===== config.mk =====
export PLATFORM = sky130hd
export DESIGN_NAME = koa_top
export DESIGN_NICKNAME = d
export VERILOG_FILES = /design/src/verilog/koa_pkg.sv /design/src/verilog/koa_pp_if.sv /design/src/verilog/koa_ctrl_fsm.sv /design/src/verilog/koa_phase_counter.sv /design/src/verilog/koa_operand_unit.sv /design/src/verilog/koa_combine.sv /design/src/verilog/koa_top.sv
export VERILOG_INCLUDE_DIRS = /design/src /design/src/verilog
export SDC_FILE = /design/constraint.sdc
export NUM_CORES = 1
export LEC_CHECK = 0
export ABC_AREA = 1
export ABC_CLOCK_PERIOD_IN_PS = 5200
export BUFFER_PORTS_ARGS = -buffer_cell sky130_fd_sc_hd__buf_4
export CAP_MARGIN = 20
export CORE_UTILIZATION = 45
export CTS_CLUSTER_DIAMETER = 60
export DETAILED_ROUTE_END_ITERATION = 12
export PLACE_DENSITY = 0.68
export SLEW_MARGIN = 20
export SYNTH_ARGS = -nofsm -noshare
export SYNTH_HDL_FRONTEND = slang
export SYNTH_SLANG_ARGS = --single-unit
export TNS_END_PERCENT = 100

===== constraint.sdc =====
create_clock -name clk -period 5.2 [get_ports clk]
set_input_delay 0.26 -clock clk [delete_from_list [all_inputs] [get_ports clk]]
set_output_delay 0.26 -clock clk [all_outputs]
set_load 0.005 [all_outputs]

===== src/verilog/koa_cfg.svh =====
`ifndef KOA_CFG_SVH
`define KOA_CFG_SVH

// ==============================
// Karatsuba multiplier sizing
// ==============================

// Operand width in bits
// Only even widths are supported
`define KOA_SW 24

// Half word, one Karatsuba split
`define KOA_HW (`KOA_SW / 2)

// Left, right and middle products
`define KOA_PHASES 3

`endif


===== src/verilog/koa_pkg.sv =====
package koa_pkg;

    // ==============================
    // Control states
    // ==============================

    // Idle, issue products, then combine
    typedef enum logic [1:0] {
        ST_IDLE    = 2'd0,
        ST_PRODUCT = 2'd1,
        ST_COMBINE = 2'd2
    } koa_state_e;

    // ==============================
    // Opcodes and phases
    // ==============================

    // Square reuses operand A for both inputs
    typedef enum logic [0:0] {
        OP_MUL    = 1'b0,
        OP_SQUARE = 1'b1
    } koa_op_e;

    // Order of issue through the shared multiplier
    typedef enum logic [1:0] {
        PH_LEFT   = 2'd0,
        PH_RIGHT  = 2'd1,
        PH_MIDDLE = 2'd2
    } koa_phase_e;

endpackage


===== src/verilog/koa_pp_if.sv =====
`timescale 1ns/1ps

// One partial product per cycle from the shared multiplier
interface koa_pp_if #(
    parameter int unsigned DATA_W = 26
);

    // Strobe for a fresh product
    logic                    pp_valid;
    // Which of the three products
    koa_pkg::koa_phase_e     pp_phase;
    // Third and final product of the operation
    logic                    pp_last;
    // Product of two half-word operands plus carry bits
    logic [DATA_W-1:0]       pp_data;

    // Operand unit side
    modport src (
        output pp_valid,
        output pp_phase,
        output pp_last,
        output pp_data
    );

    // Combiner side, no back-pressure
    modport dst (
        input pp_valid,
        input pp_phase,
        input pp_last,
        input pp_data
    );

endinterface


===== src/verilog/koa_ctrl_fsm.sv =====
`timescale 1ns/1ps

`include "koa_cfg.svh"

module koa_ctrl_fsm (
    input  logic clk,
    input  logic arst_n_i,
    input  logic start_i,
    input  logic last_i,
    output logic capture_o,
    output logic step_en_o,
    output logic finish_o,
    output logic busy_o,
    output logic done_o
);

    // ==============================
    // State register
    // ==============================

    koa_pkg::koa_state_e state_q;
    koa_pkg::koa_state_e state_d;
    logic                done_q;

    always_ff @(posedge clk or negedge arst_n_i) begin
        if (!arst_n_i) begin
            state_q <= koa_pkg::ST_IDLE;
            done_q  <= 1'b0;
        end else begin
            state_q <= state_d;
            // Done trails the combine cycle by one edge
            done_q  <= finish_o;
        end
    end

    // ==============================
    // Next state and capture
    // ==============================

    always_comb begin
        state_d   = state_q;
        capture_o = 1'b0;
        case (state_q)
            koa_pkg::ST_IDLE: begin
                // Start only honoured here, so busy starts drop out
                if (start_i) begin
                    capture_o = 1'b1;
                    state_d   = koa_pkg::ST_PRODUCT;
                end
            end
            koa_pkg::ST_PRODUCT: begin
                // Counter flags the middle phase as the last one
                if (last_i) begin
                    state_d = koa_pkg::ST_COMBINE;
                end
            end
            koa_pkg::ST_COMBINE: begin
                state_d = koa_pkg::ST_IDLE;
            end
            default: begin
                state_d = koa_pkg::ST_IDLE;
            end
        endcase
    end

    // Products issued on every cycle of ST_PRODUCT
    assign step_en_o = (state_q == koa_pkg::ST_PRODUCT);

    // Middle product sits on the interface during combine
    assign finish_o  = (state_q == koa_pkg::ST_COMBINE);

    // Low again in the done cycle, so back to back starts work
    assign busy_o    = (state_q != koa_pkg::ST_IDLE);
    assign done_o    = done_q;

endmodule


===== src/verilog/koa_phase_counter.sv =====
`timescale 1ns/1ps

`include "koa_cfg.svh"

module koa_phase_counter (
    input  logic                clk,
    input  logic                arst_n_i,
    input  logic                clear_i,
    input  logic                step_i,
    output koa_pkg::koa_phase_e phase_o,
    output logic                last_o
);

    // Final phase derived from the product count
    localparam koa_pkg::koa_phase_e PH_FINAL = koa_pkg::koa_phase_e'(`KOA_PHASES - 1);

    koa_pkg::koa_phase_e phase_q;

    // ==============================
    // Phase sequence
    // ==============================

    always_ff @(posedge clk or negedge arst_n_i) begin
        if (!arst_n_i) begin
            phase_q <= koa_pkg::PH_LEFT;
        end else if (clear_i) begin
            // New operation always begins with the upper halves
            phase_q <= koa_pkg::PH_LEFT;
        end else if (step_i && (phase_q != PH_FINAL)) begin
            case (phase_q)
                koa_pkg::PH_LEFT:  phase_q <= koa_pkg::PH_RIGHT;
                koa_pkg::PH_RIGHT: phase_q <= koa_pkg::PH_MIDDLE;
                default:           phase_q <= PH_FINAL;
            endcase
        end
    end

    // Saturates here until the next clear
    assign last_o  = (phase_q == PH_FINAL);
    assign phase_o = phase_q;

endmodule


===== src/verilog/koa_operand_unit.sv =====
`timescale 1ns/1ps

`include "koa_cfg.svh"

module koa_operand_unit (
    input  logic                clk,
    input  logic                arst_n_i,
    input  logic                capture_i,
    input  logic                step_i,
    input  koa_pkg::koa_phase_e phase_i,
    input  logic                last_i,
    input  logic                op_i,
    input  logic [`KOA_SW-1:0]  data_a_i,
    input  logic [`KOA_SW-1:0]  data_b_i,
    koa_pp_if.src               pp
);

    // ==============================
    // Operand capture
    // ==============================

    koa_pkg::koa_op_e     op_sel;
    logic [`KOA_SW-1:0]   b_sel;
    logic [`KOA_SW-1:0]   a_q;
    logic [`KOA_SW-1:0]   b_q;
    logic [`KOA_HW:0]     sum_a_q;
    logic [`KOA_HW:0]     sum_b_q;

    assign op_sel = koa_pkg::koa_op_e'(op_i);

    // Square feeds A to both sides, B is don't care
    assign b_sel = (op_sel == koa_pkg::OP_SQUARE) ? data_a_i : data_b_i;

    // Operand payload, held for the whole operation
    always_ff @(posedge clk) begin
        if (capture_i) begin
            a_q     <= data_a_i;
            b_q     <= b_sel;
            // Extra bit keeps the carry of each half sum
            sum_a_q <= {1'b0, data_a_i[`KOA_SW-1:`KOA_HW]} + {1'b0, data_a_i[`KOA_HW-1:0]};
            sum_b_q <= {1'b0, b_sel[`KOA_SW-1:`KOA_HW]} + {1'b0, b_sel[`KOA_HW-1:0]};
        end
    end

    // ==============================
    // Shared half-word multiplier
    // ==============================

    logic [`KOA_HW:0]     mul_x;
    logic [`KOA_HW:0]     mul_y;
    logic [2*`KOA_HW+1:0] mul_p;

    // Operand pair per phase
    always_comb begin
        case (phase_i)
            koa_pkg::PH_LEFT: begin
                mul_x = {1'b0, a_q[`KOA_SW-1:`KOA_HW]};
                mul_y = {1'b0, b_q[`KOA_SW-1:`KOA_HW]};
            end
            koa_pkg::PH_RIGHT: begin
                mul_x = {1'b0, a_q[`KOA_HW-1:0]};
                mul_y = {1'b0, b_q[`KOA_HW-1:0]};
            end
            default: begin
                mul_x = sum_a_q;
                mul_y = sum_b_q;
            end
        endcase
    end

    // Both factors widened to the product width
    assign mul_p = {{(`KOA_HW+1){1'b0}}, mul_x} * {{(`KOA_HW+1){1'b0}}, mul_y};

    // Strobes cleared on reset
    always_ff @(posedge clk or negedge arst_n_i) begin
        if (!arst_n_i) begin
            pp.pp_valid <= 1'b0;
            pp.pp_last  <= 1'b0;
        end else begin
            pp.pp_valid <= step_i;
            pp.pp_last  <= step_i & last_i;
        end
    end

    // Product and its tag
    always_ff @(posedge clk) begin
        if (step_i) begin
            pp.pp_phase <= phase_i;
            pp.pp_data  <= mul_p;
        end
    end

endmodule


===== src/verilog/koa_combine.sv =====
`timescale 1ns/1ps

`include "koa_cfg.svh"

module koa_combine (
    input  logic                  clk,
    input  logic                  arst_n_i,
    koa_pp_if.dst                 pp,
    input  logic                  finish_i,
    output logic [2*`KOA_SW-1:0]  result_o
);

    // ==============================
    // Partial product store
    // ==============================

    logic [2*`KOA_HW-1:0] left_q;
    logic [2*`KOA_HW-1:0] right_q;
    logic [2*`KOA_HW+1:0] mid_q;

    // Left and right products never use the top two bits
    always_ff @(posedge clk) begin
        if (pp.pp_valid) begin
            case (pp.pp_phase)
                koa_pkg::PH_LEFT:  left_q  <= pp.pp_data[2*`KOA_HW-1:0];
                koa_pkg::PH_RIGHT: right_q <= pp.pp_data[2*`KOA_HW-1:0];
                default:           mid_q   <= pp.pp_data;
            endcase
        end
    end

    // ==============================
    // Middle term and final add
    // ==============================

    logic [2*`KOA_HW+1:0] mid_prod;
    logic [2*`KOA_HW+1:0] mid_term;
    logic [2*`KOA_SW-1:0] left_sh;
    logic [2*`KOA_SW-1:0] mid_sh;
    logic [2*`KOA_SW-1:0] right_ext;
    logic [2*`KOA_SW-1:0] result_d;
    logic [2*`KOA_SW-1:0] result_q;

    // Middle product is still on the interface in the finish cycle
    assign mid_prod = pp.pp_last ? pp.pp_data : mid_q;

    // Cross terms aH*bL + aL*bH
    // Never negative, fits in the product width
    assign mid_term = mid_prod - {2'b00, left_q} - {2'b00, right_q};

    // Place each term at its weight
    assign left_sh   = {left_q, {`KOA_SW{1'b0}}};
    assign mid_sh    = {{(`KOA_SW-`KOA_HW-2){1'b0}}, mid_term, {`KOA_HW{1'b0}}};
    assign right_ext = {{`KOA_SW{1'b0}}, right_q};

    assign result_d = left_sh + mid_sh + right_ext;

    // Result holds between finishes
    always_ff @(posedge clk or negedge arst_n_i) begin
        if (!arst_n_i) begin
            result_q <= '0;
        end else if (finish_i) begin
            result_q <= result_d;
        end
    end

    assign result_o = result_q;

endmodule


===== src/verilog/koa_top.sv =====
`timescale 1ns/1ps

`include "koa_cfg.svh"

module koa_top (
    input  logic                 clk,
    input  logic                 arst_n_i,
    input  logic                 start_i,
    input  logic                 op_i,
    input  logic [`KOA_SW-1:0]   data_a_i,
    input  logic [`KOA_SW-1:0]   data_b_i,
    output logic                 busy_o,
    output logic                 done_o,
    output logic [2*`KOA_SW-1:0] result_o
);

    // Split needs two equal halves
    if ((`KOA_SW % 2) != 0) begin : g_width_check
        $error("KOA_SW must be even");
    end

    // ==============================
    // Control wiring
    // ==============================

    logic                capture;
    logic                step_en;
    logic                finish;
    logic                last;
    koa_pkg::koa_phase_e phase;

    // Half-word product plus two carry bits
    koa_pp_if #(.DATA_W(2*`KOA_HW+2)) pp_bus ();

    koa_ctrl_fsm u_ctrl_fsm (
        .clk       (clk),
        .arst_n_i  (arst_n_i),
        .start_i   (start_i),
        .last_i    (last),
        .capture_o (capture),
        .step_en_o (step_en),
        .finish_o  (finish),
        .busy_o    (busy_o),
        .done_o    (done_o)
    );

    // Cleared by the same capture that loads operands
    koa_phase_counter u_phase_counter (
        .clk      (clk),
        .arst_n_i (arst_n_i),
        .clear_i  (capture),
        .step_i   (step_en),
        .phase_o  (phase),
        .last_o   (last)
    );

    // ==============================
    // Datapath
    // ==============================

    koa_operand_unit u_operand_unit (
        .clk       (clk),
        .arst_n_i  (arst_n_i),
        .capture_i (capture),
        .step_i    (step_en),
        .phase_i   (phase),
        .last_i    (last),
        .op_i      (op_i),
        .data_a_i  (data_a_i),
        .data_b_i  (data_b_i),
        .pp        (pp_bus.src)
    );

    koa_combine u_combine (
        .clk      (clk),
        .arst_n_i (arst_n_i),
        .pp       (pp_bus.dst),
        .finish_i (finish),
        .result_o (result_o)
    );

endmodule


==> results of run 1 <==
tightest hold or removal path: stages:
cell and delay, ns:
buf_4 0.08, nand2_1 0.07, nand2_1 0.12
logic make-up (layout without fill, tap and decap cells):
family / after synthesis / count (layout) / synth area share, %
AND/OR/NAND/NOR: 777 / 777 / 16.7
adder cells (fa/ha/maj): 294 / 294 / 25.1
XOR/XNOR: 76 / 76 / 3.48
multiplexers: 47 / 47 / 2.76
buffers and inverters: 423 / 771 / 8.77
flip-flops: 231 / 231 / 34.9
AO/OA/AOI/OAI: 258 / 258 / 8.42
metal layers:
layer	GRT usage, %	wire length, um
met3	3.50	2550
met1	29.6	21100
met5	0	0
met2	46.3	27500
met4	10.5	2430
layout make-up:
type	count	area, um^2
repair buffers	329	2680
repair inverters	5	41.3
multi-input cells	1452	11600
well taps	539	674
flip-flops and latches	231	6660
inverters	385	1510
clock buffers	42	857
clock inverters	10	140
fillers	3591	17800
metrics by stage:
stage	utilization (%)	setup TNS [ns]	hold WS, ns	setup slack [ns]	cells
after floorplan	-	0	-0.0356	0.00572	2106
after global placement	51.9	-4.54	0.347	-0.581	2875
after detailed placement	51.9	-6.13	0.356	-0.600	2875
after CTS	56.9	-1.37	0.0156	-0.143	2984
after global routing	57.6	-5.99	0.0186	-0.428	2993
final	57.6	-3.27	0.0137	-0.266	2993
cells in the final DEF (no fill, tap or decap), types with 7 or more instances in the layout:
master,netlist,layout
o21ai_0,63,57
clkbuf_16,0,31
inv_1,361,331
inv_2,22,38
dfrtp_1,55,53
nor2_2,14,24
fa_1,148,140
nand2_4,0,11
o21a_4,2,12
xor2_1,35,34
ha_1,146,127
xnor2_1,41,40
mux2_2,46,46
nor3_1,23,21
o21a_1,16,8
fa_2,0,8
nand2_2,4,21
nand2_1,468,439
a21o_1,12,12
clkbuf_1,12,7
o21ai_1,9,12
edfxtp_1,176,176
a21oi_2,1,10
buf_4,7,278
nor2_1,163,146
buf_6,6,20
inv_6,0,7
inv_4,0,11
dlygate4sd3_1,0,25
a21oi_1,93,76
nor2_4,0,7
ha_4,0,18
nand3_1,71,66
nand4_1,14,14
o22a_1,23,23
a21oi_4,0,8
final timing paths:
path	endpoint	cells after the start	from
min in group asynchronous	u_combine.result_o[4]	2	arst_n_i
min reg2reg	u_combine.mid_q[24]	0	u_operand_unit.pp.pp_data[24]
min	u_ctrl_fsm.state_q[0]	3	start_i
max reg2reg	u_operand_unit.pp.pp_data[20]	25	u_phase_counter.phase_o[1]
max in group asynchronous	u_phase_counter.phase_o[0]	2	arst_n_i
max	u_operand_unit.pp.pp_data[20]	25	u_phase_counter.phase_o[1]
flip-flops by register name, indices dropped and copies added (netlist names):
name	count
u_combine.left_q	24
u_combine.mid_q	26
u_combine.result_o	48
u_combine.right_q	24
u_ctrl_fsm.done_o	1
u_ctrl_fsm.state_q	2
u_operand_unit.a_q	24
u_operand_unit.b_q	24
u_operand_unit.pp.pp_data	26
u_operand_unit.pp.pp_last	1
u_operand_unit.pp.pp_phase	2
u_operand_unit.pp.pp_valid	1
u_operand_unit.sum_a_q	13
u_operand_unit.sum_b_q	13
u_phase_counter.phase_o	2
timing repair:
item / 4_1_cts / 5_1_grt
setup buffers: 28 / 9
hold endpoints to repair: 80 / 0
resized for setup: 169 / 57
pin swaps: 110 / 60
setup endpoints to repair: 18 / 18
gates cloned: 5 / 0
hold buffers: 25 / 0
==> impl_metrics.json, run 1 <==
{
  "port-buffer-count": 101,
  "die_y_um": 208,
  "antenna_cells": 0,
  "netlist_top_cells_count": "nand2_1, inv_1, edfxtp_1, nor2_1, fa_1",
  "layout.nets": 2778,
  "drtIter0Drc": 1036,
  "yosysMostFrequentCell": "nand2_1",
  "htreeDepth": 1,
  "worst-path-buf-inv": 10,
  "track_usage_pct": 25.3,
  "setup_violations": 18,
  "synth_edf_count": 176,
  "synthArstFlopShare_pct": 23.8,
  "rsz0062_at_grt": "yes",
  "slew_headroom_pct": 36.4,
  "grt_start_max_net_pins": 76,
  "hold_violations": 0,
  "violations": "setup timing",
  "vias_per_cell": 5.11,
  "drc": 0,
  "cts_buffer_depth": 3,
  "slowest_delay_ns": 0.51,
  "end_kind": "register",
  "design_area_mm2": 0.0242,
  "dp_hpwl_um": 42700,
  "tightest_slew_ns": 0.954,
  "via_count": 15300,
  "yosys_warnings": 0,
  "dieWidth_um": 208,
  "cts_sinks": 231,
  "path_clk_slew_ns": 0.06,
  "cp_top_family": "adder cells",
  "ys_seq_area_share_pct": 34.9,
  "worstPathArrival_ns": 5.78,
  "yosys-top-cells-area": "edfxtp_1, fa_1, ha_1",
  "grt_pass1_vias": 16200,
  "gp_congestion": 0.966,
  "rows": 75,
  "drive_gt1_share_pct": 24.9,
  "ys_ff_latch": 231,
  "drtAntennaViolNets": 0,
  "route.final.wire_length_um": 53600,
  "maxCapViolCount": 0,
  "firstDrtPassIters": 5,
  "clockRootBuffer": "clkbuf_16",
  "core_mm2": 0.0419,
  "finClkSkew_ns": 0.0134,
  "area_delta_synth_final_pct": 26.4,
  "hold_path.class": "input port to register",
  "r2r_slack_ns": -0.27,
  "worstSetupPathType": "register to register",
  "start_kind": "register",
  "run_status": "finished with violations",
  "synth.largest_area_cell": "edfxtp_1",
  "ios": 102,
  "start_util_pct": 45.6,
  "synth_area_mm2": 0.0191,
  "antenna_found_initial": 0,
  "cts_tree": "done",
  "post-route-min-period_ns": 5.47,
  "period_share_pct": 105,
  "cpMostUsedCell": "fa_1",
  "wl_per_cell_um": 17.9,
  "die-area_mm2": 0.0433,
  "critPathMaxFanout": 6,
  "netlist.area_leader.share_pct": 27.7,
  "crit_slowest_cell": "fa_1",
  "synthesis.nets": 2452,
  "slew_violations": 0,
  "timing.fmax_mhz": 183,
  "synthFlopType": "edfxtp_1",
  "clk_latency_ns": 0.57,
  "cts-buffers-inserted": 28,
  "grt_pass1_wl_um": 85200,
  "cp_data_required_time_ns": 5.51,
  "fin_ws_ns": -0.266,
  "syn_area_per_cell_um2": 9.08,
  "synth_cells": 2106,
  "place_area_mm2": 0.0218,
  "overflow": 0,
  "ys_types": 54
}
Power of run 1 is left out: the tool's default activity adds up to more than one toggle a clock period on the data nets, which glitch-free logic cannot reach.
==> run 2, diff against run 1 <==
--- a/config.mk
+++ b/config.mk
@@ -6,14 +6,14 @@
 export SDC_FILE = /design/constraint.sdc
 export NUM_CORES = 1
 export LEC_CHECK = 0
-export ABC_AREA = 1
+export ABC_AREA = 0
 export ABC_CLOCK_PERIOD_IN_PS = 5200
 export BUFFER_PORTS_ARGS = -buffer_cell sky130_fd_sc_hd__buf_4
 export CAP_MARGIN = 20
-export CORE_UTILIZATION = 45
+export CORE_UTILIZATION = 57
 export CTS_CLUSTER_DIAMETER = 60
 export DETAILED_ROUTE_END_ITERATION = 12
-export PLACE_DENSITY = 0.68
+export PLACE_DENSITY = 0.82
 export SLEW_MARGIN = 20
 export SYNTH_ARGS = -nofsm -noshare
 export SYNTH_HDL_FRONTEND = slang
==> run 2 against run 1 <==
Against the previous run:
- the run still ends with setup timing left
- flip-flop and latch count stayed put
- global-route usage grew 3.5 points
- wire length down 12%
- sequential share of layout area is 1.3 points higher
- register-to-register slack got worse by 0.57 ns
- first-iteration DRC count fell by 28%
- core utilization increased by 17 points
- synthesized cell count decreased by 17%
- via count down 9.3%
- clock-buffer cell count decreased by 6
==> impl_metrics.json, run 2 <==
{
  "run_status": "finished with violations",
  "violations": "setup timing",
  "start_kind": "register",
  "slew_violations": 0,
  "synth_area_mm2": 0.0181,
  "track_usage_pct": 28.8,
  "die-area_mm2": 0.0325,
  "cts_sinks": 231,
  "drtIter0Drc": 748,
  "reg2reg_from": "u_phase_counter.phase_o[0]",
  "layout.nets": 2446,
  "synthSimpleGateAreaFrac_pct": 10.7,
  "yosys_warnings": 0,
  "grt_pass1_vias": 14500,
  "htreeDepth": 1,
  "gp_congestion": 0.967,
  "r2r_cells": 21,
  "syn_area_per_cell_um2": 10.4,
  "cp.depth": 21,
  "post-route-min-period_ns": 6.04,
  "slowest_delay_ns": 0.54,
  "yosys.area_share.adder_pct": 26.4,
  "via_count": 13900,
  "ys_ff_latch": 231,
  "netlist.area_leader.share_pct": 29.1,
  "worst-path-buf-inv": 6,
  "drc": 0,
  "cpMostUsedCell": "fa_1",
  "synth-xor-area-share_pct": 4.20,
  "port-buffer-count": 101,
  "antenna_cells": 0,
  "cp_cell_sequence": "buf_12, buf_16, mux2i_4, o21a_2, buf_4, buf_4, nor2_2, fa_1, fa_1, fa_1, fa_1, inv_1, fa_1, inv_1, ha_1, a21o_1, a221o_1, nand3_2, o211ai_1, a221oi_2, xnor2_1",
  "route.final.wire_length_um": 47000,
  "synth-compound-area-share_pct": 11.2,
  "wl_per_cell_um": 18.7,
  "tns_ns": -8.44,
  "synthesis.nets": 2087,
  "cts-buffers-inserted": 27,
  "grt_pass1_wl_um": 73900,
  "ios": 102,
  "hold_violations": 0,
  "tightest_slew_ns": 0.921,
  "cts_buffer_depth": 3,
  "yosysMostFrequentCell": "inv_1",
  "yosys-top-cells-area": "edfxtp_1, fa_1, ha_1",
  "cts_tree": "done",
  "worstHoldStart": "data_b_i[16]",
  "met1Wirelength_um": 18000,
  "dr_wl_met2_um": 25300,
  "hold_path.class": "input port to register",
  "overflow": 0,
  "grt_start_max_net_pins": 86,
  "rows": 64,
  "start_util_pct": 58.7,
  "critPathMaxFanout": 5,
  "die_y_um": 180,
  "cp_top_family": "adder cells",
  "synth.largest_area_cell": "edfxtp_1",
  "fin_ws_ns": -0.840,
  "netlist_top_cells_count": "inv_1, nand2_1, edfxtp_1, fa_1, ha_1",
  "firstDrtPassIters": 5,
  "largest_reg_flops": 48,
  "setup_violations": 16,
  "synthFlopType": "edfxtp_1",
  "cp_data_required_time_ns": 5.51,
  "drtAntennaViolNets": 0,
  "period_share_pct": 116,
  "synth_top_family_by_area": "adder cells",
  "worstSetupPathType": "register to register",
  "clockRootBuffer": "clkbuf_16",
  "routed.top_layer": "met4",
  "dr_wl_met3_um": 1630,
  "core_mm2": 0.0309,
  "dieWidth_um": 180,
  "holdPathEnd": "u_operand_unit.b_q[16]",
  "synthArstFlopShare_pct": 23.8,
  "place_ws_ns": -0.838,
  "path_clk_slew_ns": 0.06,
  "ys_seq_area_share_pct": 36.7,
  "synth_cells": 1741,
  "slew_headroom_pct": 38.6,
  "crit_slowest_cell": "fa_1",
  "finClkSkew_ns": 0.0196,
  "dp_hpwl_um": 36300,
  "timing.fmax_mhz": 166,
  "drive_gt1_share_pct": 27.4,
  "rr_endpoint": "u_operand_unit.pp.pp_data[24]",
  "final_cell_mix": "buf_4, inv_1, nand2_1",
  "worstPathArrival_ns": 6.35,
  "antenna_found_initial": 0,
  "ys_types": 72,
  "clk_latency_ns": 0.56,
  "maxCapViolCount": 0,
  "synth_edf_count": 176,
  "final_common_cell": "buf_4",
  "rsz0062_at_grt": "yes",
  "end_kind": "register",
  "r2r_slack_ns": -0.84,
  "vias_per_cell": 5.51,
  "hold_depth": 2,
  "muxShareOfSynthArea_pct": 4.53,
  "fill_cells": 2109,
  "area_delta_synth_final_pct": 27.3
}
-- run 2: logic make-up (layout without fill, tap and decap cells) --
group                      Yosys count  count (layout)
and+or+nand+nor                    442             442
buffers and inverters              299             679
xor gates and xnor gates            87              87
muxes                               75              75
adders and majority gates          294             294
DFF                                231             231
AOI/OAI and AO/OA                  313             313
-- run 2: timing repair --
action / 4_1_cts / 5_1_grt
cloned: 2 / 1
hold buffers: 26 / 0
endpoints found under the setup margin: 24 / 32
endpoints found under the hold margin: 81 / 0
pin swaps: 27 / 64
buffers inserted: 12 / 16
resized for setup: 56 / 75
-- run 2: worst max-delay path by stage --
stage / from / end / slack (ns)
2_1_floorplan: u_phase_counter.phase_o[0] / u_operand_unit.pp.pp_data[24] / -0.45
3_3_place_gp: u_phase_counter.phase_o[0] / u_operand_unit.pp.pp_data[25] / -0.75
3_5_place_dp: u_phase_counter.phase_o[0] / u_operand_unit.pp.pp_data[25] / -0.84
4_1_cts: u_phase_counter.phase_o[0] / u_operand_unit.pp.pp_data[25] / -0.77
5_1_grt: u_phase_counter.phase_o[0] / u_operand_unit.pp.pp_data[24] / -1.03
6_report: u_phase_counter.phase_o[0] / u_operand_unit.pp.pp_data[24] / -0.84
-- run 2: through the flow --
stage / std cells / utilization, % / hold slack [ns] / cell area [um^2]
2_1_floorplan: 1741 / - / -0.0356 / 18400
3_3_place_gp: 2410 / 68.2 / 0.321 / 21100
3_5_place_dp: 2410 / 68.2 / 0.340 / 21100
4_1_cts: 2500 / 73.2 / 0.0144 / 22600
5_1_grt: 2517 / 74.7 / 0.0305 / 23100
6_report: 2517 / 74.7 / 0.0398 / 23100
-- run 2: worst register-to-register path, stage by stage, from the launching register on --
cell and delay [ns]:
dfrtp_2 0.47, buf_12 0.17, buf_16 0.15, mux2i_4 0.19, o21a_2 0.24, buf_4 0.14
buf_4 0.12, nor2_2 0.11, fa_1 0.43, fa_1 0.53, fa_1 0.52, fa_1 0.54
inv_1 0.05, fa_1 0.53, inv_1 0.04, ha_1 0.35, a21o_1 0.20, a221o_1 0.40
nand3_2 0.11, o211ai_1 0.14, a221oi_2 0.28, xnor2_1 0.10
-- run 2: cell type report --
| type | instances | area (um^2) | area share [%] |
|---|---|---|---|
| multi-input cells | 1211 | 11000 | 47.5 |
| inverters | 256 | 961 | 4.16 |
| flip-flops and latches | 231 | 6660 | 28.9 |
| well taps | 396 | 495 | 2.15 |
| clock inverters | 14 | 205 | 0.889 |
| clock buffers | 36 | 729 | 3.16 |
| repair buffers | 373 | 3070 | 13.3 |
-- run 2: layer usage --
layer | GRT usage (%) | vias to the layer above
li1 | - | 6605
met1 | 32.7 | 6727
met2 | 55.1 | 411
met3 | 2.59 | 115
met4 | 11.9 | 0
met5 | 0 | -
Power of run 2 is left out for the same reason.
